==> src/verilog/dcache_pkg.sv <==
package dcache_pkg;

    localparam int ADDR_W     = 32;
    localparam int WORD_W     = 32;
    localparam int WAYS       = 2;
    localparam int LINE_WORDS = 4;
    localparam int OFFSET_W   = 4;
    localparam int INDEX_W    = 4;                          // 16 sets
    localparam int TAG_W      = ADDR_W - INDEX_W - OFFSET_W;

    typedef logic [ADDR_W-1:0]             addr_t;
    typedef logic [WORD_W-1:0]             word_t;
    typedef logic [TAG_W-1:0]              tag_t;
    typedef logic [INDEX_W-1:0]            index_t;
    typedef logic [$clog2(LINE_WORDS)-1:0] word_sel_t;
    typedef logic [$clog2(WAYS)-1:0]       way_t;
    typedef logic [WORD_W/8-1:0]           be_t;
    typedef logic [1:0]                    size_t;      // 0: 1 byte, 1: 2 bytes, 2: 4 bytes
    typedef logic [LINE_WORDS*WORD_W-1:0]  line_t;

    typedef struct packed {
        logic  wr;
        size_t size;
        addr_t addr;
        word_t wdata;   // data sits in the low bytes, the cache shifts it into place
    } cpu_req_t;

    // req is a level for the whole burst, wen marks a write burst
    typedef struct packed {
        logic  req;
        logic  wen;
        addr_t addr;    // line aligned
        word_t wdata;
        logic  wlast;
    } mem_cmd_t;

    typedef enum logic [1:0] {
        LOOKUP,
        WRITEBACK,
        REFILL,
        FILL_DONE
    } ctrl_state_e;

endpackage

==> src/verilog/dcache_replace.sv <==
`timescale 1ns/100ps

module dcache_replace (
    input  logic               clk,
    input  logic               rst,
    input  dcache_pkg::index_t index,
    input  logic               fill_done,
    output dcache_pkg::way_t   victim_way
);
    import dcache_pkg::*;

    way_t ptr_q [2**INDEX_W];   // next way to evict, per set

    always_ff @(posedge clk) begin
        if (rst) begin
            for (int s = 0; s < 2**INDEX_W; s++)
                ptr_q[s] <= '0;
        end else if (fill_done) begin
            ptr_q[index] <= ptr_q[index] + 1'b1;    // wraps over the ways
        end
    end

    assign victim_way = ptr_q[index];

    // the request is held across the fill, so the same set moves on
    assert property (@(posedge clk) disable iff (rst)
        fill_done |=> victim_way != $past(victim_way));

endmodule

==> config.mk <==
export PLATFORM = sky130hd
export DESIGN_NAME = dcache_replace
export DESIGN_NICKNAME = d
export VERILOG_FILES = /design/src/verilog/dcache_pkg.sv /design/src/verilog/dcache_replace.sv
export SDC_FILE = /design/constraint.sdc
export NUM_CORES = 1
export LEC_CHECK = 0
export ABC_AREA = 1
export BUFFER_PORTS_ARGS = -buffer_cell sky130_fd_sc_hd__buf_2
export CORE_UTILIZATION = 58
export DETAILED_ROUTE_END_ITERATION = 12
export PLACE_DENSITY_LB_ADDON = 0.2
export SYNTH_ARGS = -nofsm -noshare
export SYNTH_HDL_FRONTEND = slang
export SYNTH_SLANG_ARGS = --single-unit
==> constraint.sdc <==
create_clock -name clk -period 1.44 [get_ports clk]
set_clock_uncertainty 0.05 [all_clocks]
set_input_delay 0.288 -clock clk [delete_from_list [all_inputs] [get_ports clk]]
set_output_delay 0.288 -clock clk [all_outputs]
set_load 0.1 [all_outputs]
== Yosys cells after proc, flatten, opt, wreduce, memory -nomap -nowiden ==
Memory sizes are Yosys's and may differ from the RTL's.
Cells that the tools add are included.
Widths: inputs -> output; s select.

* Flip-flop bits (word level): 0
* Bits in latches: 0
* Memory bits (writable): 16
* Memory bits (read-only): 0
* Input bits: 7
* Output and inout port bits: 1
* Word-level logic and storage cells: 11
* Memories: 1

* Add/sub/neg operators: 1
* Multiply operators: 0
* Divide/modulo/power cells: 0
* Order comparisons: 0
* Equal/unequal tests: 0
* Shifts and indexed selects: 0
* Muxes and demuxes: 8
* Bitwise gates (word level): 0
* Reduce and logical (&&, ||, !) cells: 1

{| class="wikitable"
|+ Memories
! memory !! depth !! bits a word !! read ports !! clocked after Yosys merged registers in !! write ports !! RTL line !! RTL
|-
| ptr_q || 16 || 1 || 1 || 0 || 16 || dcache_replace.sv:12 || <nowiki>way_t ptr_q [2**INDEX_W];</nowiki>
|}

{| class="wikitable"
|+ Operators by type and width
! kind !! count
|-
| $mux 1 || 7
|-
| $mux 4 || 1
|-
| $add 1x1->1 const B || 1
|-
| $reduce_or 1->1 || 1
|}

== Longest topological paths before layout ==
Gate-level depths: netlist of the first run.

* Word-level depth: 5
* Gate-level depth with buffers: 9
* Depth with buffers taken out: 8

== Worst setup path before layout of the first run ==
Ideal clock, no wire load.

* Path type: input to output
* Start point: in index[0]
* End point: out victim_way
* Data arrival time: 1.614 ns
* Slack: -0.512 ns
* Cell stages on the path: 7
* Cells stage by stage: buf_6 nand2_1 nand2_1 nand2_1 nand2_1 nand2_1 nand4_1

* Cells in the longest elaborated chain, start to end: 1

{| class="wikitable"
|+ Ends and longest elaborated chain
! item !! RTL line !! RTL
|-
| start, declared || dcache_replace.sv:6 || <nowiki>input dcache_pkg::index_t index,</nowiki>
|-
| $mem_v2 16x1 || -- ||
|-
| end, declared || dcache_replace.sv:8 || <nowiki>output dcache_pkg::way_t victim_way</nowiki>
|}

Every way passes these cells.

== Worst setup path in the final report of the first run ==
* Start point: mem ptr_q[10] (netlist bit)
* End point: out victim_way

* Cells in the longest elaborated chain, start to end: 1

{| class="wikitable"
|+ Ends and longest elaborated chain
! item !! RTL line
|-
| start, declared || dcache_replace.sv:12
|-
| $mem_v2 16x1 || --
|}

Every way passes these cells.

==> results of run 1 <==
-- cell usage in the layout, fill, tap and decap left out --
master | netlist | final
nor3_1 | 6 | 3
clkbuf_4 | 0 | 3
nand2_1 | 66 | 63
nor2_1 | 3 | 3
clkinv_1 | 0 | 1
edfxtp_1 | 16 | 16
nand2_8 | 0 | 2
nand3_1 | 3 | 2
nor3_2 | 14 | 17
inv_2 | 3 | 3
buf_2 | 0 | 6
inv_1 | 3 | 3
buf_12 | 0 | 1
nand3_2 | 0 | 1
nand2_2 | 3 | 6
buf_4 | 1 | 12
nand4_1 | 1 | 1
-- stage by stage --
step	worst slack (ns)	TNS, ns
after floorplan	-0.5038	-0.5038
after global placement	-0.1816	-2.610
after detailed placement	-0.2021	-4.008
after CTS	-0.2574	-0.2574
after global routing	-0.3213	-0.3213
final	-0.2771	-0.2771
-- repair_timing --
item | in CTS | in global routing
setup endpoints to repair | 1 | 17
pin swaps | 7 | 4
resized for setup | 4 | 4
setup buffers | 4 | 0
-- power by group --
part           leakage [nW]  internal (mW)  switching, mW
Combinational         0.360         0.0699          0.137
Clock                0.0154          0.101          0.146
Sequential            0.165          0.531        0.00779
-- worst min path at each step --
| stage | start | endpoint | slack, ns | cells past startpoint |
|---|---|---|---|---|
| floorplan | rst | ptr_q[13] | 0.46 | 2 |
| global placement | rst | ptr_q[2] | 0.74 | 4 |
| detailed placement | rst | ptr_q[2] | 0.75 | 4 |
| CTS | rst | ptr_q[14] | 0.45 | 4 |
| global route | rst | ptr_q[10] | 0.45 | 4 |
| finish | rst | ptr_q[14] | 0.45 | 4 |
-- kinds of logic after synthesis --
kind of cell | after synthesis | synth area share, %
AND/OR/NAND/NOR | 98 | 47.29
flip-flops | 16 | 46.21
buffers and inverters | 11 | 6.498
-- per-layer routing --
| layer | wire length [µm] | GRT usage (%) | up-vias |
|---|---|---|---|
| met4 | 41 | 10.91 | 0 |
| met1 | 1008 | 35.47 | 406 |
| met2 | 1110 | 41.47 | 31 |
| met3 | 100 | 5.306 | 10 |
| met5 | 0 | 0 | - |
| li1 | - | - | 444 |
-- worst max-delay path, delay by kind of cell (launching register included) --
family | cells | cell delay, ns
buffers and inverters | 1 | 0.20
DFF | 1 | 0.41
and+or+nand+nor | 6 | 0.48
-- area by class of cell --
cell class              count  area (µm²)
inverters                   6       22.52
clock inverters             1       3.754
fillers                   121       357.8
flip-flops and latches     16       480.5
multi-input cells          98       536.8
repair buffers             19       140.1
well taps                  24       30.03
clock buffers               3       22.52
==> metrics list, run 1 <==
- Post-synthesis cell type count: 14
* Total clock sinks: 16
- IR analysis of the VDD net gives a maximum drop of ~700 µV.
- In this run the horizontal extent of the chip is 44.34 µm.
- Buffers inserted to repair hold after CTS numbered 0.
* Synthesized netlist net count: 132
* Most area-consuming cells after synthesis: edfxtp_1 46%, nand2_1 24%, nor3_2 13%, buf_6 3.2%, nor3_1 2.9%
- Total Routing Usage GR: about a quarter
- Proportion of netlist area held by the largest area contributor: ~46%
* Maximum level of the CTS H-tree: 1
* Final Hold Fails: 0
* RePlAce Congestion: approximately 0.9
- The path class of the tightest hold or removal check is input port to flop.
* Crit. End Element: output pin
- Antenna-violating nets left: 0
- Buffers on Ports: 7
- The first global-routing pass estimated about 3600 µm of wire.
- Number of optimization iterations in the first detailed-route pass: 5
- Max Freq: 582.4 MHz
* Count of unresolved DRC violations after routing: 0
- Placeable Area: roughly 1600 µm²
- Global-route congestion overflow total: 0
- Entering global routing, the biggest net connects 17 pins.
- Die Height: about 44 µm
- Max-capacitance violation count: 0
- Crit-path max cell delay: between 0.4 and 0.5 ns
- Unrepaired setup endpoints after global routing: yes
- Final worst-path setup slack: -0.2771 ns
- Initial drt markers: 40
- Final setup vio count: 1
- Counting flops with a built-in enable in the synthesized netlist gives 16.
- Final layout net count: ~150
- The cell that appears most often on the critical path is nand2_1.
- The later pin in the worst-skew pair is clocked with a latency of about 0.29 ns.
- The floorplan has 14 rows.
- Power, Total: slightly below 1 mW
- Wires add up to 2261 µm.
- Status: finished, violations left
- The endpoint identified for the worst register-to-register timing path is ptr_q[7].
* Worst setup path endpoint: victim_way
* Beginning of the worst register-to-register path: ptr_q[10]
* Area of the die: a little under 2000 µm²
* Most frequent cells after synthesis: 66 x nand2_1, 16 x edfxtp_1, 14 x nor3_2, 6 x nor3_1
- Worst-case headroom to the max-slew limit: about four fifths
- Kind of start point of the critical path: flop
- Cells with a size suffix above 1 make up between 30% and 40% of the layout.
* Share of the cycle needed by the critical path after routing: 119.2%
- Wirelength per Cell: around 14 µm
* Average vias per placed instance: between 5 and 6
- In this run the cell area of the synthesized design comes to 1040 µm².
- At the worst endpoint, the required time is between 1 and 1.5 ns.
- At the pin with the least slew margin, the transition time is between 0.3 and 0.4 ns.
* Highest net fanout along the worst path: 2
- In this run, placement finished with an instance count of 159.
- Counting I/O delays and the setup requirement, the final critical path takes 1.717 ns.
* Most flops, register: ptr_q
* Type of the worst setup path: flop to output pin
* Sequential-to-total area share from yosys stat: ~46%
- Violated checks: negative setup slack
- Final Max Slew Viols: 0
* Register bit total from synthesis: 16
* Via count of the routed design: roughly 890
- Clock tree from TritonCTS: built
- Cell taking the most area after synthesis: edfxtp_1
* Cts bufs inserted: 3
- For this run, the leading register cell type out of synthesis is edfxtp_1.
- Post-route cell area: between 1000 and 1500 µm²
- In this run the deepest clock path goes through 2 buffers.
- The largest registers in the layout are ptr_q (16).
* Synth-to-Final Area Change: 18.89%
* Count of pins on the block boundary: 8
* Library cell contributing the largest single delay on the critical path: edfxtp_1
- Post-detailed-placement half-perimeter wirelength: roughly 1600 µm
- Setup slack on the worst reg-to-reg path comes out at about 0.06 ns.
- Via count of the first global-routing pass: around 780
- Worst R2R Path Depth: 8
- Critical Path Start: ptr_q[10]
- Summed over all cells, the static leakage comes to roughly 0.54 nW.
* Hold slack: 0.4522 ns
* Flip-flop count of the largest register after layout: 16
* Cell count after synthesis: between 100 and 150
- Walking the worst path, the cells encountered are nand2_1, nand2_1, nand2_1, nand2_1, nand2_2, nand4_1, buf_12.
- Initial antenna violation count: 0
* Most common cell in the synthesized netlist: nand2_1
- At the worst endpoint, the arrival time is between 1 and 1.5 ns.
* Total power divided by cell area: between 800 and 900 nW/µm²
- Once the floorplan was initialized, standard cells occupied about 65% of the core.
- Dividing the synthesized area by the synthesized cell count gives between 8 and 9 µm².
- Post-route non-filler standard cell count: between 150 and 200
- Antenna diodes: 0
- The placed instances occupy a cell area of about 1100 µm².
- Ys async rst share: 0%
* Reg clk slew, reported paths: around 0.09 ns
* Clk root buf: clkbuf_4
* Synth Warn #: 0
- Core occupancy in the finished layout: 77.55%
Power figures use the tool's default switching activity.
==> run 2, diff against run 1 <==
Settings changed: CORE_UTILIZATION 58 to 62, GPL_TIMING_DRIVEN set to 0.
Clock period 1.44 ns to 2.01 ns, I/O delays scaled along.
==> run 2 against run 1 <==
The run now ends clean. Cell area fell by 8.4%. Count of clock-buffer cells in the layout did not move. Register-to-register slack improved by 0.65 ns. Non-clock buffer count fell by 8. Core utilization fell by 4.1 points. Setup slack improved by 0.43 ns. Via count fell by 4.3%. Worst hold slack got worse by 0.051 ns. First-iteration DRC count fell by 50%. Sequential power fell by 29%. Largest power group unchanged.
==> metrics list, run 2 (synthesis results as in run 1) <==
- The run finished with clean final reports.
* Biggest registers after layout: ptr_q (16)
- Total power divided by cell area: just over 600 nW/µm²
- Cells fill between 70% and 80% of the core in the end.
* VDD IR-drop max: 410.4 µV
* Final worst path period need: about 1.9 ns
- Share of the cycle needed by the critical path after routing: between 90% and 100%
- Antenna diodes: 0
* Die extent in x: between 40 and 50 µm
* Type of the worst setup path: input port to output pin
* Initial drt markers: 20
- In this run the clock root is driven by a clkbuf_4.
- The clock reaches the later pin of the worst-skew pair after ~0.29 ns.
- The layout has 120 filler cells.
* Maximum level of the CTS H-tree: 1
- The number of slew-limit violations in the final report is 0.
- STA classifies the critical path startpoint as an input port.
- Entering global routing, the biggest net connects 11 pins.
* Total Routing Usage GR: about a quarter
- Summing all placed instances gives a cell area of about 1100 µm².
- Counting flops per register, the top entry is ptr_q.
* Average vias per placed instance: between 5 and 6
- The register with the most flip-flops in the layout has 16 of them.
- Buffers inserted to repair hold after CTS numbered 0.
- Starting utilization of the core area: between 60% and 70%
* Crit. End Element: output pin
* Global-route congestion overflow total: 0
- The clock drives 16 sinks.
- After detailed routing, the average wire length per cell comes to about 13 µm.
- Count of unresolved DRC violations after routing: 0
- Static leakage: 0.4942 nW
- Reg clk slew, reported paths: about 0.09 ns
- Via count of the first global-routing pass: slightly below 800
* Post-route cell area: about 1100 µm²
* Placeable Area: about 1500 µm²
- Across all hold checks on the routed design, the worst slack comes to 0.4011 ns.
- Via count of the routed design: 853
- Wire length of the first global-routing pass: 3270 µm
* Final Hold Fails: 0
- TritonCTS created 3 clock buffers.
- Final setup vio count: 0
- Row generation in the floorplan step produced 14 rows.
- Setup repair after global routing left no endpoint under its margin.
- Buffers on Ports: 6
* Initial antenna violation count: 0
* Post-detailed-placement half-perimeter wirelength: between 1000 and 1500 µm
* Die Height: approximately 43 µm
* Max-capacitance violation count: 0
- Synth-to-Final Area Change: 8.905%
* Slew of the pin with the lowest slew margin: between 0.4 and 0.5 ns
- The net count of the finished layout is roughly 140.
* RePlAce Congestion: approximately 0.8
* Highest net fanout along the worst path: 10
- In the layout the commonest cells are 65 x nand2_1, 16 x edfxtp_1, 14 x nor3_2.
- TritonCTS built the clock tree.
- At the worst endpoint, the required time is around 1.6 ns.
- In this run the tightest slew margin relative to its limit is 70.85%.
- Count of pins on the block boundary: 8
- Of the cells placed in the final design, the portion with a size suffix greater than 1 is roughly a quarter.
- Max Freq: around 540 MHz
* Area of the die: 1845 µm²
- The min-delay analysis places its worst path in the category input port to flop.
- Number of optimization iterations in the first detailed-route pass: 4
- Most frequent standard cell in the layout excluding fill and tap cells: nand2_1
- Data arrives at the worst endpoint at between 1 and 1.5 ns.
- Post-cts sizing count: 1
- Antenna-violating nets left: 0
- The final layout contains routed wiring with a total length of about 1900 µm.
- After layout, the design draws a total of between 0.6 and 0.7 mW.
- The longest clock path from root to sink contains 2 buffers.
- After routing, the total negative slack on setup checks comes to 0 ns.
- The number of setup buffers added after CTS is 0.
[run 2: changes by cell type in the layout (fill, tap and decap cells not counted)]
| cell | previous run | this run |
|---|---|---|
| nand2_8 | 2 | 0 |
| nand2_2 | 6 | 4 |
| nand2_1 | 63 | 65 |
| buf_8 | 0 | 1 |
| nor3_2 | 17 | 14 |
| buf_2 | 6 | 5 |
| buf_6 | 0 | 4 |
| clkbuf_1 | 0 | 1 |
| buf_12 | 1 | 0 |
| nand3_1 | 2 | 3 |
| nand2_4 | 0 | 2 |
| buf_4 | 12 | 0 |
| nor3_1 | 3 | 6 |
| nand3_2 | 1 | 0 |
[run 2: final timing paths]
kind | from | endpoint | slack [ns] | cells past startpoint
max | index[0] | victim_way | 0.15 | 9
min | rst | ptr_q[8] | 0.40 | 3
max reg2reg | ptr_q[12] | ptr_q[12] | 0.71 | 8
min reg2reg | ptr_q[3] | ptr_q[0] | 0.82 | 5
[run 2: report_power, final]
| group | switching, mW | internal, mW |
|---|---|---|
| sequential | 0.00356 | 0.380 |
| clock | 0.105 | 0.0724 |
| combinational | 0.0905 | 0.0388 |
| total | 0.199 | 0.491 |
[run 2: layout make-up]
class / instances / area (µm²) / share of cell area, %
Sequential cell: 16 / 480.5 / 42.43
Clock inverter: 1 / 3.754 / 0.3315
Buffer: 5 / 52.55 / 4.641
Inverter: 6 / 22.52 / 1.989
Clock buffer: 3 / 22.52 / 1.989
Timing Repair Buffer: 6 / 36.28 / 3.204
Multi-Input combinational cell: 98 / 494.2 / 43.65
Tap cell: 16 / 20.02 / 1.768
[run 2: critical path, cell delays in order]
cell     delay, ns
buf_2         0.12
inv_2         0.16
nand2_1       0.07
nand2_1       0.07
nand2_1       0.05
nand3_1       0.08
nand2_2       0.07
nand4_1       0.14
buf_6         0.24
[run 2: per-layer routing]
| metal | vias to the layer above | track usage [%] | share of wire [%] |
|---|---|---|---|
| li1 | 431 | - | - |
| met1 | 396 | 32.31 | 44 |
| met2 | 21 | 39.70 | 49 |
| met3 | 5 | 3.830 | 4.7 |
| met4 | 0 | 9.091 | 2.0 |
| met5 | - | 0 | 0 |
[run 2: per-stage QoR]
step                      cells  setup WS, ns
after floorplan             125       -0.1618
after CTS                   151        0.1032
after detailed placement    147      -0.02549
after global placement      147      -0.01314
final                       151        0.1486
after global routing        151       0.03083
==> run 3, diff against run 2 <==
Settings changed: CORE_UTILIZATION 62 to 52.
Clock period 2.01 ns to 1.6 ns, I/O delays scaled along.
==> run 3 against run 2 <==
Register-to-register slack got worse by 0.52 ns. Final cell count increased by 7.3%. The run now ends with negative setup slack left. Sequential power grew 26%. Highest routed layer unchanged.
==> metrics list, run 3 (synthesis results as in run 1) <==
* Highest net fanout along the worst path: 2
- The critical path in this run is classified as flop to output pin.
- TritonCTS built the clock tree.
- Kind of start point of the critical path: flop
- Static leakage: a little over 0.5 nW
* Reg clk slew, reported paths: 0.10 ns
- Global-route congestion overflow total: 0
- Number of hold buffers added after cts: 0
- Clock latency on the worst-skew pair, taken at its later pin, is around 0.30 ns.
- The number of global-route vias before repair came to between 800 and 900.
- After the last flow step, the layout net total stands at approximately 150.
- CP dominant cell by count: nand2_1
* Number of optimization iterations in the first detailed-route pass: 4
- Summed over all layers, the routed wires come to 2031 µm.
* Count of unresolved DRC violations after routing: 0
* Average vias per placed instance: around 5.3
- Largest net degree at the start of global routing: 11
* Area of the die: between 2000 and 2500 µm²
- Sw Ratio: between 20 and 30%
- The initial antenna violation count was 0.
- Crit. End Element: output pin
- Total Routing Usage GR: roughly 22%
- TritonCTS created 3 clock buffers.
* Cell Chain, Critical Path: nand2_1, nand2_1, nand2_1, nand3_2, nand2_2, nand4_1, buf_8
* Total clock sinks: 16
* Final worst-path setup slack: -0.1359 ns
* Flip-flop count of the largest register after layout: 16
* Maximum buffer depth of the clock tree: 2
- Among all stages on the critical path, the largest delay is contributed by edfxtp_1.
* Most flops, register: ptr_q
- Antenna-violating nets left: 0
- The number of slew-limit violations in the final report came to 0.
- RePlAce Congestion: around 0.76
- Maximum level of the CTS H-tree: 1
- In this run, the clock network consumes 26.4% of the power.
- Hold slack: 0.3187 ns
- Dividing the detail-routed wire length by the instance count gives 12.54 µm.
- The initial utilization of the core area, before any placement, comes to between 50% and 60%.
- Post-detailed-placement half-perimeter wirelength: between 1000 and 1500 µm
- Placeable Area: roughly 1800 µm²
- Status: finished, violations left
* Crit-path max cell delay: 0.38 ns
- Together, buffers and inverters on the worst path number 1.
- Prior to clock tree synthesis, the placed netlist has a worst setup slack of -0.3099 ns.
- Via count of the routed design: 860
* Antenna diodes: 0
* Fraction of layout cells with a size suffix above 1: about 29%
- The first routing iteration left 31 violations.
- Wire length of the first global-routing pass: 3381 µm
- Highest-count cells in the layout ignoring fill and taps: 64 x nand2_1, 16 x edfxtp_1, 14 x nor3_2
- Final setup vio count: 1
- Synth-to-Final Area Change: 12.51%
- Int Pwr: between 0.6 and 0.7 mW
- Violated checks: negative setup slack
- In this run the tightest slew margin relative to its limit is between 60% and 70%.
- Slew of the pin with the lowest slew margin: approximately 0.47 ns
* Buffers on Ports: 6
* Data arrival time of the critical path: approximately 1.4 ns
* Critical path's top delay family: simple AND/OR/NAND/NOR gates
* Max Freq: between 500 and 600 MHz
- Final worst path period need: roughly 1.7 ns
- The share of total power dissipated in sequential elements is a little over half.
- Die Height: roughly 47 µm
- Row generation in the floorplan step produced 15 rows.
* Fraction of power consumed by combinational cells: a little under a fifth
- For the worst setup path, the data required time is approximately 1.2 ns.
- Unrepaired setup endpoints after global routing: yes
- In the final layout, the registers with the most flip-flops are ptr_q (16).
- VDD IR-drop max: just under 500 µV
- Max-cap violations in this run came to 0.
- The worst hold path belongs to the class input port to flop.
- Die extent in x: approximately 47 µm
* Final Hold Fails: 0
- Total power divided by cell area: approximately 760 nW/µm²
- Leaving out fill and tap cells, the most frequent cell in the layout is nand2_1.
* Share of the cycle needed by the critical path after routing: 108.5%
* Net Sw Power: about 0.26 mW
- Count of pins on the block boundary: 8
- Clk root buf: clkbuf_4
[run 3: cell types whose count changed in the layout (fill, tap and decap cells not counted), sizes merged]
cell / delta
buf: +2
[run 3: worst reg2reg max path: cells and delay by family (launching register included)]
family | cells | cell delay (ns)
simple gates | 7 | 0.45
flops | 1 | 0.34
buf+inv | 2 | 0.33
[run 3: routing by layer]
layer,GRT usage [%],wire [µm]
met1,27.27,848
met5,0,0
met4,6.857,33
met2,41.11,1088
met3,2.353,61
[run 3: timing repair]
action                                  CTS  global route
buffers inserted                          2             0
pin swaps                                 2             0
endpoints found under the setup margin    1             1
gates resized for setup                   5             0
gates cloned                              0             0
[run 3: worst paths after layout]
path         startpoint    endpoint  slack [ns]  depth (start not counted)
max            ptr_q[0]  victim_way       -0.14                          7
min reg2reg   ptr_q[10]    ptr_q[2]        0.88                          7
max reg2reg    ptr_q[0]    ptr_q[9]        0.19                          9
min                 rst   ptr_q[15]        0.32                          3
[run 3: layout make-up]
type | count | area [µm²]
Fill cell | 163 | 631.9
Multi-Input combinational cell | 98 | 501.7
Sequential cell | 16 | 480.5
Timing Repair Buffer | 8 | 55.05
Buffer | 5 | 52.55
Tap cell | 25 | 31.28
Clock buffer | 3 | 22.52
Inverter | 6 | 22.52
Clock inverter | 1 | 3.754
[run 3: stage by stage]
step                total power [mW]  instance area [µm²]  cells  TNS [ns]  util (%)
finish                        0.8857                 1170    162   -0.1359     64.93
global route                  0.9081                 1170    162   -0.2050     64.93
CTS                           0.8779                 1170    162   -0.1336     64.93
detailed placement            0.6506                 1111    156   -0.6968     61.67
global placement              0.6456                 1111    156   -0.2870     61.67
floorplan                     0.6140                 1050    125   -0.4078         -
[run 3: power by group through the flow]
stage	logic (mW)	registers, mW	clock network, mW
after floorplan	0.124	0.490	0
after global placement	0.155	0.491	0
after detailed placement	0.159	0.492	0
after CTS	0.171	0.482	0.225
after global routing	0.186	0.483	0.239
final	0.170	0.482	0.234
